## src/i2c_pkg.sv

```systemverilog
/* I2C controller shared definitions
   opcodes, sequencer states, timer phases and the bus timing figures */
package i2c_pkg;

    typedef enum logic [0:0] {
        OP_WRITE = 1'b0, // register write
        OP_READ  = 1'b1  // current-address read
    } i2c_op_t;

    typedef enum logic [4:0] {
        BUS_FREE, IDLE, START_HOLD,
        BIT_LOW, BIT_SETUP, BIT_HIGH,
        ACK_LOW, ACK_HIGH,
        STOP_LOW, STOP_SETUP, RESPOND
    } i2c_state_t;

    typedef enum logic [2:0] {
        PH_BUS_FREE, PH_START_HOLD, PH_LOW, PH_SETUP, PH_HIGH, PH_STOP_LOW, PH_STOP_SETUP
    } i2c_phase_t;

    localparam int TIMER_W    = 12;
    localparam int LEN_W      = 4;
    localparam int BYTE_W     = 8;
    localparam int DEV_ADDR_W = 7;

    localparam int unsigned T_RISE_NS   = 300;
    localparam int unsigned T_FALL_NS   = 300;
    localparam int unsigned T_BUF_NS    = 1400;
    localparam int unsigned T_HD_STA_NS = 600;
    localparam int unsigned T_SU_DAT_NS = 20;
    localparam int unsigned T_LOW_NS    = 1300;
    localparam int unsigned T_HIGH_NS   = 700; // 100 ns of margin over the minimum
    localparam int unsigned T_SU_STO_NS = 600;

    // rounds up so that no bus timing comes out shorter than its figure
    function automatic int unsigned ns_to_cycles(input int unsigned ns,
                                                 input int unsigned clk_hz);
        longint unsigned prod;
        prod = longint'(ns) * longint'(clk_hz);
        return int'((prod + 64'd999_999_999) / 64'd1_000_000_000);
    endfunction

endpackage
```

## src/i2c_byte_shifter.sv

```systemverilog
/* I2C byte shifter
   sends a byte msb first, collects sampled SDA bits and tracks the bit position */
`timescale 1ns/1ps
module i2c_byte_shifter (
    input  logic                       clk,
    input  logic                       rst,
    input  logic                       load,
    input  logic [i2c_pkg::BYTE_W-1:0] load_data,
    input  logic                       shift,
    input  logic                       sample_bit,
    input  logic                       sda_in,
    output logic                       tx_bit,
    output logic [i2c_pkg::BYTE_W-1:0] rx_byte,
    output logic                       last_bit
);
    import i2c_pkg::*;

    localparam int CNT_W = $clog2(BYTE_W);

    logic [BYTE_W-1:0] tx_reg;
    logic [CNT_W-1:0]  bit_cnt;

    // bit position inside the current byte
    always_ff @(posedge clk or posedge rst) begin
        if (rst) begin
            bit_cnt <= '0;
        end else if (load) begin
            bit_cnt <= '0;
        end else if (shift) begin
            bit_cnt <= bit_cnt + 1'b1; // wraps back to zero after the eighth bit
        end
    end

    always_ff @(posedge clk) begin
        if (load) begin
            tx_reg <= load_data;
        end else if (shift) begin
            tx_reg <= {tx_reg[BYTE_W-2:0], 1'b1}; // refill with ones so SDA stays released
        end
    end

    always_ff @(posedge clk) begin
        if (sample_bit) begin
            rx_byte <= {rx_byte[BYTE_W-2:0], sda_in};
        end
    end

    assign tx_bit   = tx_reg[BYTE_W-1];
    assign last_bit = (bit_cnt == CNT_W'(BYTE_W - 1));

endmodule

```

## config.mk

```make
export PLATFORM = sky130hd
export DESIGN_NAME = i2c_byte_shifter
export DESIGN_NICKNAME = d
export VERILOG_FILES = /design/src/i2c_pkg.sv /design/src/i2c_byte_shifter.sv
export SDC_FILE = /design/constraint.sdc
export NUM_CORES = 1
export LEC_CHECK = 0
export BUFFER_PORTS_ARGS = -buffer_cell sky130_fd_sc_hd__buf_2
export CORE_MARGIN = 8
export CORE_UTILIZATION = 45
export CTS_BUF_LIST = sky130_fd_sc_hd__clkbuf_16
export DETAILED_ROUTE_END_ITERATION = 10
export PLACE_DENSITY = 0.72
export SETUP_SLACK_MARGIN = 0.3
export SLEW_MARGIN = 10
export SYNTH_ARGS = -nofsm -noshare
export SYNTH_HDL_FRONTEND = slang
export SYNTH_SLANG_ARGS = --single-unit
```

## constraint.sdc

```tcl
create_clock -name clk -period 2.5 [get_ports clk]
set_clock_uncertainty 0.2 [all_clocks]
set_input_delay 0.125 -clock clk [delete_from_list [all_inputs] [get_ports clk]]
set_output_delay 0.125 -clock clk [all_outputs]
set_load 0.01 [all_outputs]
```

==> flow_summary.yaml, run 1 <==
power:
  power.density_nw_per_um2: 738
  power_leakage_nw: 0.474
  ir_drop_mv: 0.518
  power.total_w: 0.000774
global_routing:
  grt_max_degree: 13
  overflow: 0
  grt_pass1_wl_um: 2170
  grt_usage: 0.0870
  grt_pass1_vias: 483
  antenna_found_initial: 0
route:
  drt_iter0_drc: 9
  drc: 0
  wire_per_inst_um: 15.3
  drtPass1Iterations: 3
  wl_um: 1380
  vias: 434
  final_antenna_net_count: 0
  viasPerCell: 4.82
worst_setup_path:
  crit_fanout: 2
  crit_chain: "ha_1, ha_1, buf_2"
  worst-setup-path-type: "flip-flop to output port"
  cp.required_ns: 2.17
  cp.arrival_ns: 1.15
  cp.depth: 3
  slowest_delay_ns: 0.39
  cp_top_family: "flip-flops"
  end_kind: "output port"
  critPathLaunchType: "flip-flop"
  cpMaxStageDelayCell: "dfrtp_1"
  crit_top_cell: "ha_1"
  worstRegToRegCells: 4
  crit_buf_inv: 1
finish:
  syn2layout_area_growth_pct: 40.6
  design_area_um2: 1050
  n_antenna_cell: 0
  multiInputGateArea_um2: 175
  nNetsFinal: 91
  drive_gt1_frac: 0.446
  fin_cells: 90
  fill_cells: 113
  seqCellArea_um2: 556
yosys:
  yosys.area_share.simple: 0.0319
  synth_top_family_by_area: "multiplexers"
  synthXorXnorAreaFrac: 0.0117
  netlist_instances: 38
  syn_area_per_cell_um2: 19.6
  synth-seq-cells: 19
  synthMuxAreaShare: 0.158
  synth_nets: 54
  synth_adder_area_share: 0.0336
  syn_area_um2: 746
  ys.warnings.count: 0
  synth_compound_area_frac: 0
  synthDistinctLibCells: 12
  ys_seq_area_frac: 0.745
timing:
  relSlewSlack: 0.770
  rsz0062_at_grt: "false"
  drv_slew: 0
  fin_crit_sh: 0.589
  hold_viol_final: 0
  fmax_ghz: 0.679
  finalSetupViolations: 0
  fin_crit_ns: 1.47
  worstMarginPinSlew_ns: 0.345
  setup_tns_ns: 0
die:
  die_h_um: 56.7
  dieArea_um2: 3220
  floorplan.rows: 14
  die_x_um: 56.7
  core-area_um2: 1520
  io_pins: 24
  start_util: 0.489
hold_path:
  whs_path_depth: 3
  hold_path_class: "primary input to flip-flop"
clock_tree:
  cts-htree-levels: 1
  ctsResizeCount: 0
  holdBufCountCts: 9
  postCtsSetupRepairBufs: 0
  clk_latency_ns: 0.24
  clk_pin_slew_worst_paths_ns: 0.05
  numCtsBuffers: 3
  tritoncts: "done"
  cts_sinks: 19
  root_buffer: "clkbuf_16"
  clockBufferDepth: 2
place:
  port_buffers: 23
  placed_cell_area_um2: 870
  place_congestion: 0.636
  dp_cells: 76
  dp.final_hpwl_um: 909
outcome:
  outcome: "completed"
flow_run:
  cap_violations: 0
[stage by stage]
step	setup slack, ns	hold WS (ns)	utilization
after floorplan	1.20	-0.321	-
after global placement	1.17	-0.205	0.571
after detailed placement	1.13	-0.202	0.571
after CTS	1.01	0.00133	0.681
after global routing	1.00	0.0272	0.688
final	1.03	0.00878	0.688
[cells in the mapped netlist (all sizes together)]
cell type	instances	area, um2
xnor2	1	8.76
mux2	7	97.6
ha	2	25.0
mux2i	2	20.0
nor2	3	11.3
dfrtp	3	75.1
or2	1	6.26
inv	1	3.75
nand2b	1	6.26
edfxtp	16	480
buf	1	11.3
[placed cells by master (no fill, tap or decap)]
cell / synthesis / layout
xnor2_1: 1 / 1
edfxtp_1: 16 / 16
inv_1: 1 / 2
mux2_4: 5 / 5
clkbuf_16: 0 / 3
or2_1: 1 / 1
dlygate4sd3_1: 0 / 10
ha_1: 2 / 2
buf_2: 0 / 23
mux2i_1: 2 / 2
nor2_1: 3 / 3
dfrtp_1: 3 / 3
mux2_2: 2 / 2
nand2b_1: 1 / 1
[layer usage]
layer,track usage,share of wire,vias to the layer above
li1,-,-,211
met1,0.0955,0.43,209
met2,0.135,0.51,12
met3,0.0382,0.049,2
met4,0.0515,0.012,0
met5,0,0,-
[worst reg2reg max path, stage by stage (launching register included)]
cell and delay (ns):
dfrtp_1 0.39, ha_1 0.20, ha_1 0.27, mux2i_1 0.13, nor2_1 0.05
[where the power goes]
part / switching [W] / total, W / leakage, nW / internal, W
logic: 0.0000302 / 0.0000745 / 0.232 / 0.0000442
registers: 0.00000901 / 0.000383 / 0.199 / 0.000374
clock network: 0.000104 / 0.000316 / 0.0423 / 0.000212
total: 0.000143 / 0.000774 / 0.474 / 0.000631
[layout make-up]
| class | instances | area share |
|---|---|---|
| Multi-Input combinational cell | 17 | 0.167 |
| Clock inverter | 1 | 0.00358 |
| Tap cell | 16 | 0.0191 |
| Sequential cell | 19 | 0.530 |
| Timing Repair Buffer | 33 | 0.205 |
| Inverter | 1 | 0.00358 |
| Clock buffer | 3 | 0.0716 |
[kinds of logic (layout without fill, tap and decap cells)]
family / count (synthesis) / count (layout)
flops: 19 / 19
xor+xnor: 1 / 1
fa+ha+maj: 2 / 2
buf+inv: 2 / 38
mux: 9 / 9
simple gates: 5 / 5
[final timing paths]
| check | from | end | slack (ns) |
|---|---|---|---|
| max in group asynchronous | rst | bit_cnt[0]$_DFFE_PP0P_ | 1.88 |
| hold / removal | shift | bit_cnt[0]$_DFFE_PP0P_ | 0.009 |
| setup reg to reg | bit_cnt[0]$_DFFE_PP0P_ | bit_cnt[2]$_DFFE_PP0P_ | 1.13 |
| setup / recovery | bit_cnt[0]$_DFFE_PP0P_ | last_bit | 1.03 |
| min in group asynchronous | rst | bit_cnt[1]$_DFFE_PP0P_ | 0.08 |
| hold reg to reg | rx_byte[6]$_DFFE_PP_ | rx_byte[7]$_DFFE_PP_ | 0.24 |
No activity file was read; power rests on OpenSTA's default activity.
==> run 2, diff against run 1 <==
- clock period: 2.5 -> 1.4 ns (I/O delays scaled with it)
==> run 2 against run 1 <==
  * The flow now finishes with violations (hold timing)
  * Critical path depth unchanged
  * First-iteration DRC count down 44%
  * Global-route usage up 0.19 points
  * Register-to-register slack worse by 1.0 ns
  * Power up 79%
  * Die area unchanged
  * Clock power up 77%
  * Via count down 2.1%
==> flow_summary.yaml, run 2 (same netlist as run 1, synthesis figures left out) <==
outcome:
  outcome: "complete, but fails checks"
  violations: "hold timing"
clock_tree:
  clk_latency_ns: 0.24
  clockBufferDepth: 2
  clk_pin_slew_worst_paths_ns: 0.05
  numCtsBuffers: 3
  tritoncts: "done"
  cts-htree-levels: 1
  root_buffer: "clkbuf_16"
  holdBufCountCts: 5
  cts_sinks: 19
power:
  swShare: 0.184
  ir_drop_mv: 0.747
  power_leakage_nw: 0.478
  clkPwrFrac: 0.403
  p_comb_frac: 0.102
  switching_power_w: 0.000256
  pwr-share-seq: 0.494
  p_int_w: 0.00113
  power.density_nw_per_um2: 1310
timing:
  holdWs_ns: -0.0732
  relSlewSlack: 0.762
  fmax_ghz: 0.732
  finalSetupViolations: 0
  rsz0062_at_grt: "true"
  setup_tns_ns: 0
  fin_crit_ns: 1.37
  fin_crit_sh: 0.976
  drv_slew: 0
  hold_viol_final: 7
  worstMarginPinSlew_ns: 0.357
die:
  die_x_um: 56.7
  start_util: 0.489
  dieArea_um2: 3220
  floorplan.rows: 14
  io_pins: 24
  die_h_um: 56.7
  core-area_um2: 1520
global_routing:
  grt_pass1_wl_um: 2280
  grt_pass1_vias: 532
  overflow: 0
  grt_max_degree: 11
  grt_usage: 0.0889
  antenna_found_initial: 0
finish:
  drive_gt1_frac: 0.542
  nNetsFinal: 89
  post-route-util: 0.697
  layout_common_cells: "buf_2 (22), edfxtp_1 (16), mux2_4 (5)"
  syn2layout_area_growth_pct: 42.4
  final_common_cell: "buf_2"
  n_antenna_cell: 0
worst_setup_path:
  crit_fanout: 2
  critPathLaunchType: "flip-flop"
  end_kind: "output port"
  cp.arrival_ns: 1.10
  worst-setup-path-type: "flip-flop to output port"
  cp.required_ns: 1.13
route:
  final_antenna_net_count: 0
  wl_met1_um: 592
  viasPerCell: 4.83
  maxUsedRoutingLayer: "met4"
  wl_met3_um: 71
  drc: 0
  met2_length_um: 622
  vias: 425
  wl_um: 1310
  drtPass1Iterations: 3
  drt_iter0_drc: 5
  wire_per_inst_um: 14.9
hold_path:
  hold_path_class: "primary input to flip-flop"
flow_run:
  cap_violations: 0
place:
  place_congestion: 0.651
  port_buffers: 23
run 2: cell count changes in the layout (fill, tap and decap cells not counted), sizes merged:
cell          delta
dlygate4sd3      -6
buf              +3
dlymetal6s4s     +1
run 2: layout make-up:
type / instances / area, um2
tap: 16 / 20.0
inverter: 1 / 3.75
clock inverter: 1 / 3.75
timing repair buffer: 31 / 196
multi-input combinational: 17 / 208
clock buffer: 3 / 75.1
sequential: 19 / 556
fill: 110 / 462
run 2: power by group through the flow:
stage	clock network (W)	registers (W)	logic, W
3_5_place_dp	0	0.000696	0.000115
6_report	0.000560	0.000686	0.000142
3_3_place_gp	0	0.000693	0.000113
5_1_grt	0.000592	0.000690	0.000156
2_1_floorplan	0	0.000702	0.0000576
4_1_cts	0.000571	0.000686	0.000137
run 2: what timing repair did:
action / in CTS / in global routing
endpoints found under the hold margin: 23 / 7
gates resized for setup: 2 / 2
pin swaps: 3 / 1
buffers inserted: 2 / 0
setup endpoints to repair: 3 / 5
run 2: metrics by stage:
step | cell area, um2 | setup WS, ns | power, W | instances | hold WS, ns
floorplan | 761 | 0.163 | 0.000760 | 38 | -0.376
global placement | 892 | 0.148 | 0.000806 | 77 | -0.264
detailed placement | 892 | 0.0906 | 0.000811 | 77 | -0.256
CTS | 1050 | 0.0393 | 0.00139 | 88 | -0.0770
global route | 1060 | 0.0123 | 0.00144 | 88 | -0.0707
finish | 1060 | 0.0340 | 0.00139 | 88 | -0.0732
run 2: worst paths after layout:
| kind | slack (ns) | from | to | cells after the start |
|---|---|---|---|---|
| worst max register to register | 0.12 | bit_cnt[0]$_DFFE_PP0P_ | bit_cnt[2]$_DFFE_PP0P_ | 4 |
| max in group asynchronous | 0.84 | rst | bit_cnt[2]$_DFFE_PP0P_ | 3 |
| worst max-delay path | 0.03 | bit_cnt[0]$_DFFE_PP0P_ | last_bit | 3 |
| worst min register to register | 0.24 | rx_byte[5]$_DFFE_PP_ | rx_byte[6]$_DFFE_PP_ | 0 |
| worst min-delay path | -0.07 | load_data[2] | tx_reg[2]$_DFFE_PP_ | 2 |
| min in group asynchronous | 0.03 | rst | bit_cnt[0]$_DFFE_PP0P_ | 3 |
run 2: worst max-delay path, stage by stage (launching register included):
cell	delay, ns
dfrtp_1	0.41
ha_4	0.18
ha_4	0.15
buf_6	0.11
run 2: per-layer routing:
layer  GRT usage  up-vias
met5           0        -
met4      0.0515        0
met3      0.0360        4
met2       0.147       14
met1      0.0916      199
li1            -      208
==> run 3, diff against run 2 <==
- CORE_ASPECT_RATIO: not set -> 1.2
==> run 3 against run 2 <==
  * The run still ends with hold timing left
  * Die area grew 0.16%
  * Utilization fell by 3.9 points
  * Global-route usage is 0.66 points higher
  * Critical path depth is the same
  * Routed wire length fell by 1.8%
  * Flip-flop and latch count is the same
  * Final area decreased by 0.82%
  * Worst hold slack got worse by 0.0046 ns
  * Via count is 1.6% lower
  * Cell count rose by 1.1%
  * Sequential power hardly changed
  * Power rose by 0.43%
  * Critical path type unchanged
  * Critical endpoint unchanged
  * Largest cell class unchanged
  * Highest routed layer unchanged
==> flow_summary.yaml, run 3 (same netlist as run 1, synthesis figures left out) <==
worst_setup_path:
  critPathLaunchType: "flip-flop"
  r2r-end: "bit_cnt[2]$_DFFE_PP0P_"
  startpoint: "bit_cnt[0]$_DFFE_PP0P_"
  worstRegToRegCells: 4
  critPathCapture: "last_bit"
  reg2reg_slack_ns: 0.12
  cp.arrival_ns: 1.10
  end_kind: "output port"
  crit_fanout: 2
  cp.required_ns: 1.13
  worst-setup-path-type: "flip-flop to output port"
  worstReg2RegStart: "bit_cnt[0]$_DFFE_PP0P_"
power:
  clkPwrFrac: 0.408
  ir_drop_mv: 0.948
  swShare: 0.187
  p_int_w: 0.00113
  pwr-share-seq: 0.493
  power.total_w: 0.00139
  switching_power_w: 0.000261
  power.density_nw_per_um2: 1320
  p_comb_frac: 0.099
  power_leakage_nw: 0.462
place:
  dp.final_hpwl_um: 960
  place_congestion: 0.660
  port_buffers: 23
route:
  drc: 0
  final_antenna_net_count: 0
  drt_iter0_drc: 4
  wl_um: 1290
  vias: 418
  drtPass1Iterations: 3
  viasPerCell: 4.70
  wire_per_inst_um: 14.4
timing:
  worstMarginPinSlew_ns: 0.326
  fin_crit_sh: 0.977
  relSlewSlack: 0.783
  rsz0062_at_grt: "true"
  setup_tns_ns: 0
  drv_slew: 0
  fmax_ghz: 0.731
  holdWs_ns: -0.0778
  finalSetupViolations: 0
  hold_viol_final: 10
  fin_crit_ns: 1.37
clock_tree:
  root_buffer: "clkbuf_16"
  holdBufCountCts: 4
  clk_pin_slew_worst_paths_ns: 0.05
  cts_sinks: 19
  clockBufferDepth: 2
  clk_latency_ns: 0.25
  numCtsBuffers: 3
  cts-htree-levels: 1
  tritoncts: "done"
finish:
  nNetsFinal: 88
  n_antenna_cell: 0
  drive_gt1_frac: 0.563
  layout_common_cells: "buf_2 (22), edfxtp_1 (16), mux2_4 (5)"
  syn2layout_area_growth_pct: 41.3
  final_common_cell: "buf_2"
  fill_cells: 124
global_routing:
  grt_max_degree: 12
  antenna_found_initial: 0
  grt_pass1_vias: 445
  overflow: 0
  grt_usage: 0.0955
  grt_pass1_wl_um: 2140
die:
  dieArea_um2: 3220
  core-area_um2: 1600
  die_x_um: 53.2
  start_util: 0.466
  io_pins: 24
  floorplan.rows: 16
  die_h_um: 60.6
flow_run:
  cap_violations: 0
hold_path:
  hold_path_class: "primary input to flip-flop"
  whs_path_depth: 2
outcome:
  violations: "hold timing"
  outcome: "complete, but fails checks"
-- run 3: changes by cell type in the layout (fill, tap and decap cells not counted) --
cell / change
inv_1: -1
dlymetal6s4s_1: -1
clkinv_2: +1
-- run 3: worst min-delay path by stage --
stage                 start                endpoint  slack [ns]
2_1_floorplan           rst  bit_cnt[0]$_DFFE_PP0P_       -0.38
3_3_place_gp            rst  bit_cnt[0]$_DFFE_PP0P_       -0.27
3_5_place_dp            rst  bit_cnt[1]$_DFFE_PP0P_       -0.26
4_1_cts        load_data[3]     tx_reg[3]$_DFFE_PP_       -0.08
5_1_grt        load_data[3]     tx_reg[3]$_DFFE_PP_       -0.09
6_report       load_data[3]     tx_reg[3]$_DFFE_PP_       -0.08
-- run 3: power by group through the flow --
stage	Combinational [W]	Sequential, W	Clock [W]
floorplan	0.0000576	0.000702	0
global placement	0.000112	0.000693	0
detailed placement	0.000116	0.000697	0
CTS	0.000132	0.000687	0.000584
global route	0.000152	0.000690	0.000625
finish	0.000138	0.000687	0.000568
-- run 3: final cells by class --
class / instances / area, um2 / share of cell area
clock inverter: 1 / 5.00 / 0.00475
multi-input combinational: 17 / 208 / 0.197
inverter: 1 / 3.75 / 0.00356
sequential: 19 / 556 / 0.527
timing repair buffer: 30 / 184 / 0.175
tap: 18 / 22.5 / 0.0214
clock buffer: 3 / 75.1 / 0.0713
-- run 3: through the flow --
step	util	std cells	area [um2]	worst slack, ns
floorplan	-	38	761	0.163
global placement	0.559	79	895	0.152
detailed placement	0.559	79	895	0.113
CTS	0.648	88	1040	0.0358
global route	0.658	89	1050	0.00646
finish	0.658	89	1050	0.0321
-- run 3: what timing repair did --
item                       CTS  global route
hold endpoints to repair    23             7
cloned                       0             0
gates resized for setup      2             1
pin swaps                    2             3
setup endpoints to repair    3             7
setup buffers                1             1
-- run 3: layer usage --
metal / global-route usage / share of wire
met4: 0.0542 / 0.023
met2: 0.143 / 0.48
met5: 0 / 0
met3: 0.0490 / 0.085
met1: 0.107 / 0.41
-- run 3: worst max-delay path, cell delays in order, from the launching register on --
cell     delay (ns)
dfrtp_1        0.41
ha_4           0.18
ha_4           0.15
buf_6          0.11
