## src/i2c_pkg.sv

```systemverilog
/* I2C controller shared definitions
   opcodes, sequencer states, timer phases and the bus timing figures */
package i2c_pkg;

    typedef enum logic [0:0] {
        OP_WRITE = 1'b0, // register write
        OP_READ  = 1'b1  // current-address read
    } i2c_op_t;

    typedef enum logic [4:0] {
        BUS_FREE, IDLE, START_HOLD,
        BIT_LOW, BIT_SETUP, BIT_HIGH,
        ACK_LOW, ACK_HIGH,
        STOP_LOW, STOP_SETUP, RESPOND
    } i2c_state_t;

    typedef enum logic [2:0] {
        PH_BUS_FREE, PH_START_HOLD, PH_LOW, PH_SETUP, PH_HIGH, PH_STOP_LOW, PH_STOP_SETUP
    } i2c_phase_t;

    localparam int TIMER_W    = 12;
    localparam int LEN_W      = 4;
    localparam int BYTE_W     = 8;
    localparam int DEV_ADDR_W = 7;

    localparam int unsigned T_RISE_NS   = 300;
    localparam int unsigned T_FALL_NS   = 300;
    localparam int unsigned T_BUF_NS    = 1400;
    localparam int unsigned T_HD_STA_NS = 600;
    localparam int unsigned T_SU_DAT_NS = 20;
    localparam int unsigned T_LOW_NS    = 1300;
    localparam int unsigned T_HIGH_NS   = 700; // 100 ns of margin over the minimum
    localparam int unsigned T_SU_STO_NS = 600;

    // rounds up so that no bus timing comes out shorter than its figure
    function automatic int unsigned ns_to_cycles(input int unsigned ns,
                                                 input int unsigned clk_hz);
        longint unsigned prod;
        prod = longint'(ns) * longint'(clk_hz);
        return int'((prod + 64'd999_999_999) / 64'd1_000_000_000);
    endfunction

endpackage
```

## src/i2c_phase_timer.sv

```systemverilog
/* I2C phase timer
   loadable down-counter that measures each bus phase in clock cycles */
`timescale 1ns/1ps
module i2c_phase_timer #(
    parameter int unsigned CLK_FREQ = 50_000_000
) (
    input  logic                clk,
    input  logic                rst,
    input  logic                load,
    input  i2c_pkg::i2c_phase_t phase,
    output logic                expired
);
    import i2c_pkg::*;

    localparam logic [TIMER_W-1:0] BUS_FREE_CYC =
        TIMER_W'(ns_to_cycles(T_BUF_NS, CLK_FREQ));
    localparam logic [TIMER_W-1:0] START_HOLD_CYC =
        TIMER_W'(ns_to_cycles(T_HD_STA_NS + T_FALL_NS, CLK_FREQ));
    localparam logic [TIMER_W-1:0] LOW_CYC =
        TIMER_W'(ns_to_cycles(T_LOW_NS + T_FALL_NS - T_SU_DAT_NS, CLK_FREQ));
    localparam logic [TIMER_W-1:0] SETUP_CYC =
        TIMER_W'(ns_to_cycles(T_SU_DAT_NS + T_RISE_NS, CLK_FREQ));
    localparam logic [TIMER_W-1:0] HIGH_CYC =
        TIMER_W'(ns_to_cycles(T_HIGH_NS, CLK_FREQ));
    localparam logic [TIMER_W-1:0] STOP_LOW_CYC =
        TIMER_W'(ns_to_cycles(T_LOW_NS + T_FALL_NS, CLK_FREQ));
    localparam logic [TIMER_W-1:0] STOP_SETUP_CYC =
        TIMER_W'(ns_to_cycles(T_SU_STO_NS + T_RISE_NS, CLK_FREQ));

    logic [TIMER_W-1:0] count;
    logic [TIMER_W-1:0] phase_cycles;

    always_comb begin
        case (phase)
            PH_BUS_FREE:   phase_cycles = BUS_FREE_CYC;
            PH_START_HOLD: phase_cycles = START_HOLD_CYC;
            PH_SETUP:      phase_cycles = SETUP_CYC;
            PH_HIGH:       phase_cycles = HIGH_CYC;
            PH_STOP_LOW:   phase_cycles = STOP_LOW_CYC;
            PH_STOP_SETUP: phase_cycles = STOP_SETUP_CYC;
            default:       phase_cycles = LOW_CYC;
        endcase
    end

    // the bus counts as just released when reset ends, so bus-free time runs first
    always_ff @(posedge clk or posedge rst) begin
        if (rst) begin
            count <= BUS_FREE_CYC;
        end else if (load) begin
            count <= phase_cycles;
        end else if (count != '0) begin
            count <= count - 1'b1;
        end
    end

    assign expired = (count == TIMER_W'(1)); // one cycle, then the counter rests at zero

    a_load_when_idle: assert property (@(posedge clk) disable iff (rst)
        load |-> (count == '0 || expired))
        else $error("phase timer reloaded while a phase was still running");

endmodule

```

## config.mk

```make
export PLATFORM = sky130hd
export DESIGN_NAME = i2c_phase_timer
export DESIGN_NICKNAME = d
export VERILOG_FILES = /design/src/i2c_pkg.sv /design/src/i2c_phase_timer.sv
export SDC_FILE = /design/constraint.sdc
export NUM_CORES = 1
export LEC_CHECK = 0
export ABC_AREA = 1
export ABC_CLOCK_PERIOD_IN_PS = 2100
export BUFFER_PORTS_ARGS = -buffer_cell sky130_fd_sc_hd__buf_2
export CAP_MARGIN = 30
export CELL_PAD_IN_SITES_DETAIL_PLACEMENT = 1
export CELL_PAD_IN_SITES_GLOBAL_PLACEMENT = 1
export CORE_ASPECT_RATIO = 1.5
export CORE_UTILIZATION = 48
export CTS_BUF_LIST = sky130_fd_sc_hd__clkbuf_4
export DETAILED_ROUTE_END_ITERATION = 10
export PLACE_DENSITY = 0.93
export SYNTH_ARGS = -nofsm -noshare
export SYNTH_HDL_FRONTEND = slang
export SYNTH_SLANG_ARGS = --single-unit
```

## constraint.sdc

```tcl
create_clock -name clk -period 2.1 [get_ports clk]
set_clock_uncertainty 0.1 [all_clocks]
set_input_delay 0.315 -clock clk [delete_from_list [all_inputs] [get_ports clk]]
set_output_delay 0.315 -clock clk [all_outputs]
set_load 0.02 [all_outputs]
```

==> results of run 1 <==
==> logic make-up (layout without fill, tap and decap cells) <==
logic type | after synthesis | in the layout | synth area share
AND/OR/NAND/NOR | 90 | 90 | 0.469
buffers and inverters | 21 | 30 | 0.0962
flip-flops | 12 | 12 | 0.320
AO/OA/AOI/OAI | 10 | 10 | 0.0659
adder cells (fa/ha/maj) | 3 | 3 | 0.0395
XOR/XNOR | 1 | 1 | 0.00922
==> power breakdown <==
group | total (uW) | internal, uW | switching, uW
registers | 296 | 262 | 34.8
clock network | 177 | 86.9 | 90.5
logic | 185 | 62.3 | 122
total | 658 | 411 | 248
==> worst max path at each step <==
stage               slack, ns            startpoint  endpoint
floorplan                0.68  count[5]$_DFFE_PP0P_   expired
global placement         0.54  count[9]$_DFFE_PP0P_   expired
detailed placement       0.53  count[9]$_DFFE_PP0P_   expired
CTS                      0.21  count[5]$_DFFE_PP0P_   expired
global route             0.12  count[4]$_DFFE_PP0P_   expired
finish                   0.21  count[5]$_DFFE_PP0P_   expired
==> placed cells by master, fill, tap and decap left out <==
master          n
nor2_2          3
ha_1            3
o21ai_0         1
o21ai_1         1
inv_1          16
nand2_4         1
clkbuf_4        4
nand3_1        17
o211ai_2        1
nor3_1          1
clkinv_4        1
a21oi_1         5
o21bai_1        2
xor2_1          1
nand2_1        39
buf_2           6
nor2_1         16
dlygate4sd3_1   1
dfstp_2         3
nand4_1         3
inv_2           2
nand3_4         1
nor2_4          5
dfrtp_1         9
and3_1          1
nand3b_1        1
nand2_2         2
==> cell type report <==
type                    count  area share
clock buffers               4      0.0291
inverters                  19      0.0740
multi-input cells         104       0.538
flip-flops and latches     12       0.295
well taps                  21      0.0255
repair buffers              7      0.0388
==> per-stage QoR <==
stage	util	hold WS (ns)	power, uW	setup slack [ns]
after floorplan	-	0.0776	433	0.680
after global placement	0.534	0.253	470	0.544
after detailed placement	0.534	0.252	481	0.527
after CTS	0.556	0.296	657	0.211
after global routing	0.556	0.331	691	0.121
final	0.556	0.298	658	0.211
==> metal layers <==
layer,track usage,vias up,wire length [um]
met1,0.299,433,1010
met2,0.518,10,1390
met4,0.0918,0,34
met3,0.0474,5,50
met5,0,-,0
li1,-,452,-
==> worst reg2reg max path, delay by kind of cell (launching register included) <==
family	cells	cell delay (ns)
buf+inv	3	0.22
fa+ha+maj	1	0.24
flops	1	0.55
simple gates	5	0.42
==> results.json, run 1 <==
{
  "ir_drop_uv": 388,
  "ys_seq_area_frac": 0.320,
  "multi_input_area_um2": 554,
  "cp_num_cells": 5,
  "antenna_found_initial": 0,
  "slowest_stage": "dfrtp_1",
  "synth_edf_count": 0,
  "grt_max_degree": 14,
  "post_dp_cell_area_um2": 991,
  "layoutNonFillerInstCount": 167,
  "syn_inst": 137,
  "slew_headroom": 0.673,
  "rr_worst_depth": 9,
  "grt_pass1_vias": 947,
  "rsz0062_at_grt": "false",
  "die_area_um2": 2160,
  "finalSetupViolCount": 0,
  "startpoint_type": "flop",
  "cts_tree": "yes",
  "post-cts-setup-buffers": 0,
  "critPathKind": "reg2out",
  "dp.cells": 162,
  "num_io_pins": 7,
  "drive_gt1_frac": 0.199,
  "end_kind": "output port",
  "yosysMostFrequentCell": "nand2_1",
  "grt_usage": 0.281,
  "cts_resized": 0,
  "async_flop_share": 1.00,
  "whs_path_depth": 4,
  "maxCapViolCount": 0,
  "die_w_um": 38.3,
  "vias_per_cell": 5.39,
  "worst_ep_required_time_ns": 1.68,
  "synth_common_cells": "39 x nand2_1, 17 x nand3_1, 16 x inv_1, 16 x nor2_1, 9 x dfrtp_1",
  "drtIter0Drc": 11,
  "worst-endpoint-arrival_ns": 1.47,
  "powerDensity_nw_per_um2": 639,
  "synthDistinctLibCells": 25,
  "cts.htree.levels": 1,
  "dp_hpwl_mm": 1.96,
  "timing.final.crit_period_ns": 1.89,
  "critPathBufInv": 1,
  "io_buffers": 6,
  "place_congestion": 0.817,
  "num_vias": 900,
  "r2r-start": "count[1]$_DFFE_PP1P_",
  "syn_nets": 146,
  "path_max_fanout": 6,
  "min-delay-start": "load",
  "status": "finished, final reports clean",
  "root_buffer": "clkbuf_4",
  "ant_nets": 0,
  "p_leak_uw": 0.000542,
  "ctsHoldBuffers": 1,
  "tightest_slew_ns": 0.490,
  "fmax_mhz": 529,
  "initial_core_util": 0.512,
  "finalMaxSlewViolations": 0,
  "firstDrtPassIters": 4,
  "drc": 0,
  "final_cell_area_um2": 1030,
  "totalWireLength_mm": 2.49,
  "synth_area_leaders": "dfrtp_1 24%, nand2_1 15%, nand3_1 9.0%",
  "largest-register": "count",
  "yosysWarnings": 0,
  "cts_buffers": 3,
  "min_to": "count[5]$_DFFE_PP0P_",
  "grt_overflow": 0,
  "largest_reg_flops": 12,
  "hold_viol": 0,
  "crit_path_frequent_cell": "nor2_4",
  "seq_area_um2": 304,
  "ys.flop_type": "dfrtp_1",
  "post_drt_wl_per_cell_um": 14.9,
  "crit_chain": "nor2_4 -> nand2_4 -> nor2_4 -> and3_1 -> buf_2",
  "synth_top_area_share": 0.237,
  "r2r-end": "count[4]$_DFFE_PP0P_",
  "syn_area_um2": 950,
  "synth_top_cell_by_area": "dfrtp_1",
  "die_h_um": 56.5,
  "fill_cells": 257,
  "rows": 19,
  "core_area_um2": 1850,
  "clock_sinks": 12,
  "antenna-diode-count": 0,
  "rrSetupSlack_ns": 0.54,
  "fin_crit_sh": 0.900,
  "cts.clk_slew.worst_paths_ns": 0.09,
  "slowest_delay_ns": 0.44,
  "grt_pass1_wl_mm": 4.23,
  "synth_seq_cells": 12,
  "critPathTopFamily": "simple AND/OR/NAND/NOR gates",
  "insertion_delay_ns": 0.29,
  "avgSynthCellArea_um2": 6.93,
  "setup-tns-final_ns": 0,
  "holdCritPathClass": "in2reg",
  "fin_nets": 156,
  "clk_path_buf_depth": 2,
  "areaGrowthSynthToFinish_pct": 8.56,
  "top_regs": "count x12"
}
Power figures use the tool's default switching activity.
==> inputs of run 2 (changes only) <==
--- a/config.mk
+++ b/config.mk
@@ -15,7 +15,9 @@
 export CORE_UTILIZATION = 48
 export CTS_BUF_LIST = sky130_fd_sc_hd__clkbuf_4
 export DETAILED_ROUTE_END_ITERATION = 10
+export MAX_ROUTING_LAYER = met4
 export PLACE_DENSITY = 0.93
+export RECOVER_POWER = 50
 export SYNTH_ARGS = -nofsm -noshare
 export SYNTH_HDL_FRONTEND = slang
 export SYNTH_SLANG_ARGS = --single-unit
==> results.json, run 2 (same netlist as run 1, synthesis figures left out) <==
{
  "end_kind": "output port",
  "worst-endpoint-arrival_ns": 1.47,
  "path_max_fanout": 6,
  "slew_headroom": 0.670,
  "place_congestion": 0.829,
  "layoutNonFillerInstCount": 167,
  "root_buffer": "clkbuf_4",
  "initial_core_util": 0.512,
  "dp_hpwl_mm": 1.96,
  "p_leak_uw": 0.000542,
  "critPathKind": "reg2out",
  "fmax_mhz": 530,
  "die_area_um2": 2160,
  "num_io_pins": 7,
  "dp.cells": 162,
  "grt_pass1_wl_mm": 4.23,
  "totalWireLength_mm": 2.48,
  "clk_path_buf_depth": 2,
  "cts_buffers": 3,
  "drc": 0,
  "status": "finished, final reports clean",
  "clock_sinks": 12,
  "die_w_um": 38.3,
  "num_vias": 895,
  "holdCritPathClass": "in2reg",
  "tightest_slew_ns": 0.494,
  "cts_tree": "yes",
  "final_util": 0.556,
  "cts.clk_slew.worst_paths_ns": 0.09,
  "largest_reg_flops": 12,
  "io_buffers": 6,
  "fin_nets": 156,
  "worst_ep_required_time_ns": 1.68,
  "maxCapViolCount": 0,
  "drtIter0Drc": 9,
  "antenna_found_initial": 0,
  "grt_overflow": 0,
  "antenna-diode-count": 0,
  "post-cts-setup-buffers": 0,
  "finalSetupViolCount": 0,
  "ant_nets": 0,
  "vias_per_cell": 5.36,
  "whs_ns": 0.298,
  "grt_pass1_vias": 949,
  "firstDrtPassIters": 4,
  "grt_max_degree": 14,
  "hold_viol": 0,
  "top_regs": "count x12",
  "post_drt_wl_per_cell_um": 14.9,
  "cts.htree.levels": 1,
  "areaGrowthSynthToFinish_pct": 8.56,
  "layout_commonest_cell": "nand2_1",
  "powerDensity_nw_per_um2": 638,
  "rsz0062_at_grt": "false",
  "grt_usage": 0.288,
  "die_h_um": 56.5,
  "fin_crit_sh": 0.899,
  "final_cell_mix": "39 x nand2_1, 17 x nand3_1, 16 x inv_1, 16 x nor2_1, 9 x dfrtp_1",
  "ir_drop_uv": 386,
  "rows": 19,
  "core_area_um2": 1850,
  "insertion_delay_ns": 0.29,
  "timing.final.crit_period_ns": 1.89,
  "drive_gt1_frac": 0.199,
  "setup-tns-final_ns": 0,
  "startpoint_type": "flop",
  "finalMaxSlewViolations": 0,
  "post_dp_cell_area_um2": 991,
  "final_cell_area_um2": 1030,
  "largest-register": "count"
}
[run 2: cell counts in the layout (fill, tap and decap cells not counted)]
Identical to the previous run, type by type.
[run 2: worst paths after layout]
path,startpoint,cells after the start,end,slack [ns]
max in group asynchronous,rst,3,count[2]$_DFFE_PP1P_,1.07
min reg2reg,count[1]$_DFFE_PP1P_,2,count[1]$_DFFE_PP1P_,0.38
min,load,4,count[5]$_DFFE_PP0P_,0.30
min in group asynchronous,rst,3,count[4]$_DFFE_PP0P_,0.47
max reg2reg,count[1]$_DFFE_PP1P_,9,count[4]$_DFFE_PP0P_,0.54
max,count[5]$_DFFE_PP0P_,5,expired,0.21
[run 2: what timing repair did]
item | 4_1_cts | 5_1_grt
hold endpoints to repair | 9 | 0
hold buffers | 1 | 0
gates resized for setup | 0 | 0
endpoints found under the setup margin | 0 | 0
[run 2: routing by layer]
layer | vias up | part of all wire | track usage
li1 | 452 | - | -
met1 | 430 | 0.41 | 0.299
met2 | 8 | 0.56 | 0.518
met3 | 5 | 0.019 | 0.0474
met4 | 0 | 0.014 | 0.0918
met5 | - | 0 | -
[run 2: power by group]
part	leakage, uW	switching [uW]	internal [uW]
Combinational	0.000375	122	62.4
Sequential	0.000149	34.7	262
Clock	0.0000184	89.7	86.9
[run 2: worst max-delay path, cell delays in order (launching register included)]
cell	delay, ns
dfrtp_1	0.44
nor2_4	0.22
nand2_4	0.10
nor2_4	0.11
and3_1	0.16
buf_2	0.16
[run 2: area by class of cell]
cell class,count,area (um2)
Clock buffer,4,30.0
Timing Repair Buffer,7,40.0
Sequential cell,12,304
Fill cell,257,823
Tap cell,21,26.3
Multi-Input combinational cell,104,554
Inverter,19,76.3
[run 2: per-stage QoR]
| stage | total power (uW) | worst slack (ns) |
|---|---|---|
| 2_1_floorplan | 433 | 0.680 |
| 3_3_place_gp | 470 | 0.544 |
| 3_5_place_dp | 481 | 0.527 |
| 4_1_cts | 657 | 0.211 |
| 5_1_grt | 691 | 0.121 |
| 6_report | 657 | 0.211 |
==> inputs of run 3 (changes only) <==
==> constraint.sdc (replaced) <==
create_clock -name clk -period 2.1 [get_ports clk]
set_clock_uncertainty 0.1 [all_clocks]
set_input_delay 0.315 -clock clk [delete_from_list [all_inputs] [get_ports clk]]
set_output_delay 0.315 -clock clk [all_outputs]
set_load 0.01 [all_outputs]
==> results.json, run 3 (same netlist as run 1, synthesis figures left out) <==
{
  "status": "finished, final reports clean",
  "top_regs": "count x12",
  "antenna-diode-count": 0,
  "num_vias": 927,
  "place_congestion": 0.825,
  "insertion_delay_ns": 0.28,
  "drive_gt1_frac": 0.199,
  "rows": 19,
  "largest_reg_flops": 12,
  "holdCritPathClass": "in2reg",
  "dp_hpwl_mm": 2.17,
  "cts_buffers": 3,
  "fmax_mhz": 501,
  "totalWireLength_mm": 2.67,
  "die_h_um": 56.5,
  "ant_nets": 0,
  "powerDensity_nw_per_um2": 639,
  "ir_drop_uv": 436,
  "vias_per_cell": 5.55,
  "clk_path_buf_depth": 2,
  "critPathKind": "reg2out",
  "finalSetupViolCount": 0,
  "cts.clk_slew.worst_paths_ns": 0.08,
  "whs_path_depth": 3,
  "cts_resized": 0,
  "die_area_um2": 2160,
  "startpoint_type": "flop",
  "areaGrowthSynthToFinish_pct": 8.56,
  "worst-endpoint-arrival_ns": 1.58,
  "hold_viol": 0,
  "firstDrtPassIters": 4,
  "largest-register": "count",
  "cts.htree.levels": 1,
  "drtIter0Drc": 8,
  "layoutNonFillerInstCount": 167,
  "grt_pass1_wl_mm": 4.37,
  "setup-tns-final_ns": 0,
  "maxCapViolCount": 0,
  "grt_max_degree": 14,
  "rr_worst_depth": 9,
  "crit_chain": "nor2_1 -> nand2_1 -> nor2_4 -> and3_1 -> buf_2",
  "cts_tree": "yes",
  "tightest_slew_ns": 0.499,
  "grt_pass1_vias": 965,
  "finalMaxSlewViolations": 0,
  "dp.cells": 162,
  "endpoint": "expired",
  "fin_crit_sh": 0.950,
  "num_io_pins": 7,
  "layout_commonest_cell": "nand2_1",
  "worst_ep_required_time_ns": 1.68,
  "initial_core_util": 0.512,
  "p_leak_uw": 0.000542,
  "p_total_uw": 659,
  "drc": 0,
  "io_buffers": 6,
  "root_buffer": "clkbuf_4",
  "startpoint": "count[9]$_DFFE_PP0P_",
  "grt_overflow": 0,
  "die_w_um": 38.3,
  "clock_sinks": 12,
  "slowest_stage": "dfrtp_1",
  "rrSetupSlack_ns": 0.51,
  "slowest_delay_ns": 0.43,
  "slew_headroom": 0.667,
  "rsz0062_at_grt": "false",
  "path_max_fanout": 4,
  "antenna_found_initial": 0,
  "r2r-end": "count[4]$_DFFE_PP0P_",
  "end_kind": "output port",
  "post_drt_wl_per_cell_um": 16.0,
  "grt_usage": 0.298,
  "final_cell_mix": "39 x nand2_1, 17 x nand3_1, 16 x inv_1, 16 x nor2_1, 9 x dfrtp_1",
  "fin_nets": 156,
  "core_area_um2": 1850,
  "r2r-start": "count[1]$_DFFE_PP1P_",
  "timing.final.crit_period_ns": 2.00
}
-- run 3: cell counts in the layout (fill, tap and decap cells not counted) --
No cell type changed its count.
-- run 3: metal layers --
| layer | GRT usage | wire, um |
|---|---|---|
| met1 | 0.294 | 961 |
| met4 | 0.173 | 109 |
| met2 | 0.525 | 1560 |
| met3 | 0.0277 | 35 |
| met5 | - | 0 |
-- run 3: report_power, final --
part | switching [uW] | total, uW | leakage (uW) | internal [uW]
clock | 86.3 | 173 | 0.0000184 | 86.7
sequential | 33.7 | 295 | 0.000149 | 261
combinational | 128 | 191 | 0.000375 | 62.7
-- run 3: worst max-delay path: cells and delay by family, from the launching register on --
family / cells / cell delay [ns]
flip-flops: 1 / 0.43
AND/OR/NAND/NOR: 4 / 0.72
buffers and inverters: 1 / 0.15
-- run 3: how the worst min path moves through the flow --
stage | from | end | slack, ns
5_1_grt | load | count[6]$_DFFE_PP1P_ | 0.32
3_5_place_dp | rst | count[4]$_DFFE_PP0P_ | 0.26
3_3_place_gp | rst | count[8]$_DFFE_PP0P_ | 0.25
4_1_cts | load | count[6]$_DFFE_PP1P_ | 0.31
6_report | load | count[6]$_DFFE_PP1P_ | 0.31
2_1_floorplan | rst | count[0]$_DFFE_PP0P_ | 0.08
-- run 3: final cells by class --
type	count	area (um2)
Fill cell	252	823
Sequential cell	12	304
Multi-Input combinational cell	104	554
Inverter	19	76.3
Tap cell	21	26.3
Timing Repair Buffer	7	40.0
Clock buffer	4	30.0
-- run 3: timing repair --
| action | 4_1_cts | 5_1_grt |
|---|---|---|
| setup buffers | 0 | 0 |
| hold endpoints to repair | 9 | 0 |
| hold buffers | 1 | 0 |
-- run 3: through the flow --
stage / setup slack [ns] / instance area (um2) / hold WS [ns] / util
detailed placement: 0.461 / 991 / 0.262 / 0.534
floorplan: 0.715 / 950 / 0.0776 / -
finish: 0.104 / 1030 / 0.313 / 0.556
CTS: 0.138 / 1030 / 0.310 / 0.556
global route: 0.0784 / 1030 / 0.323 / 0.556
global placement: 0.578 / 991 / 0.252 / 0.534
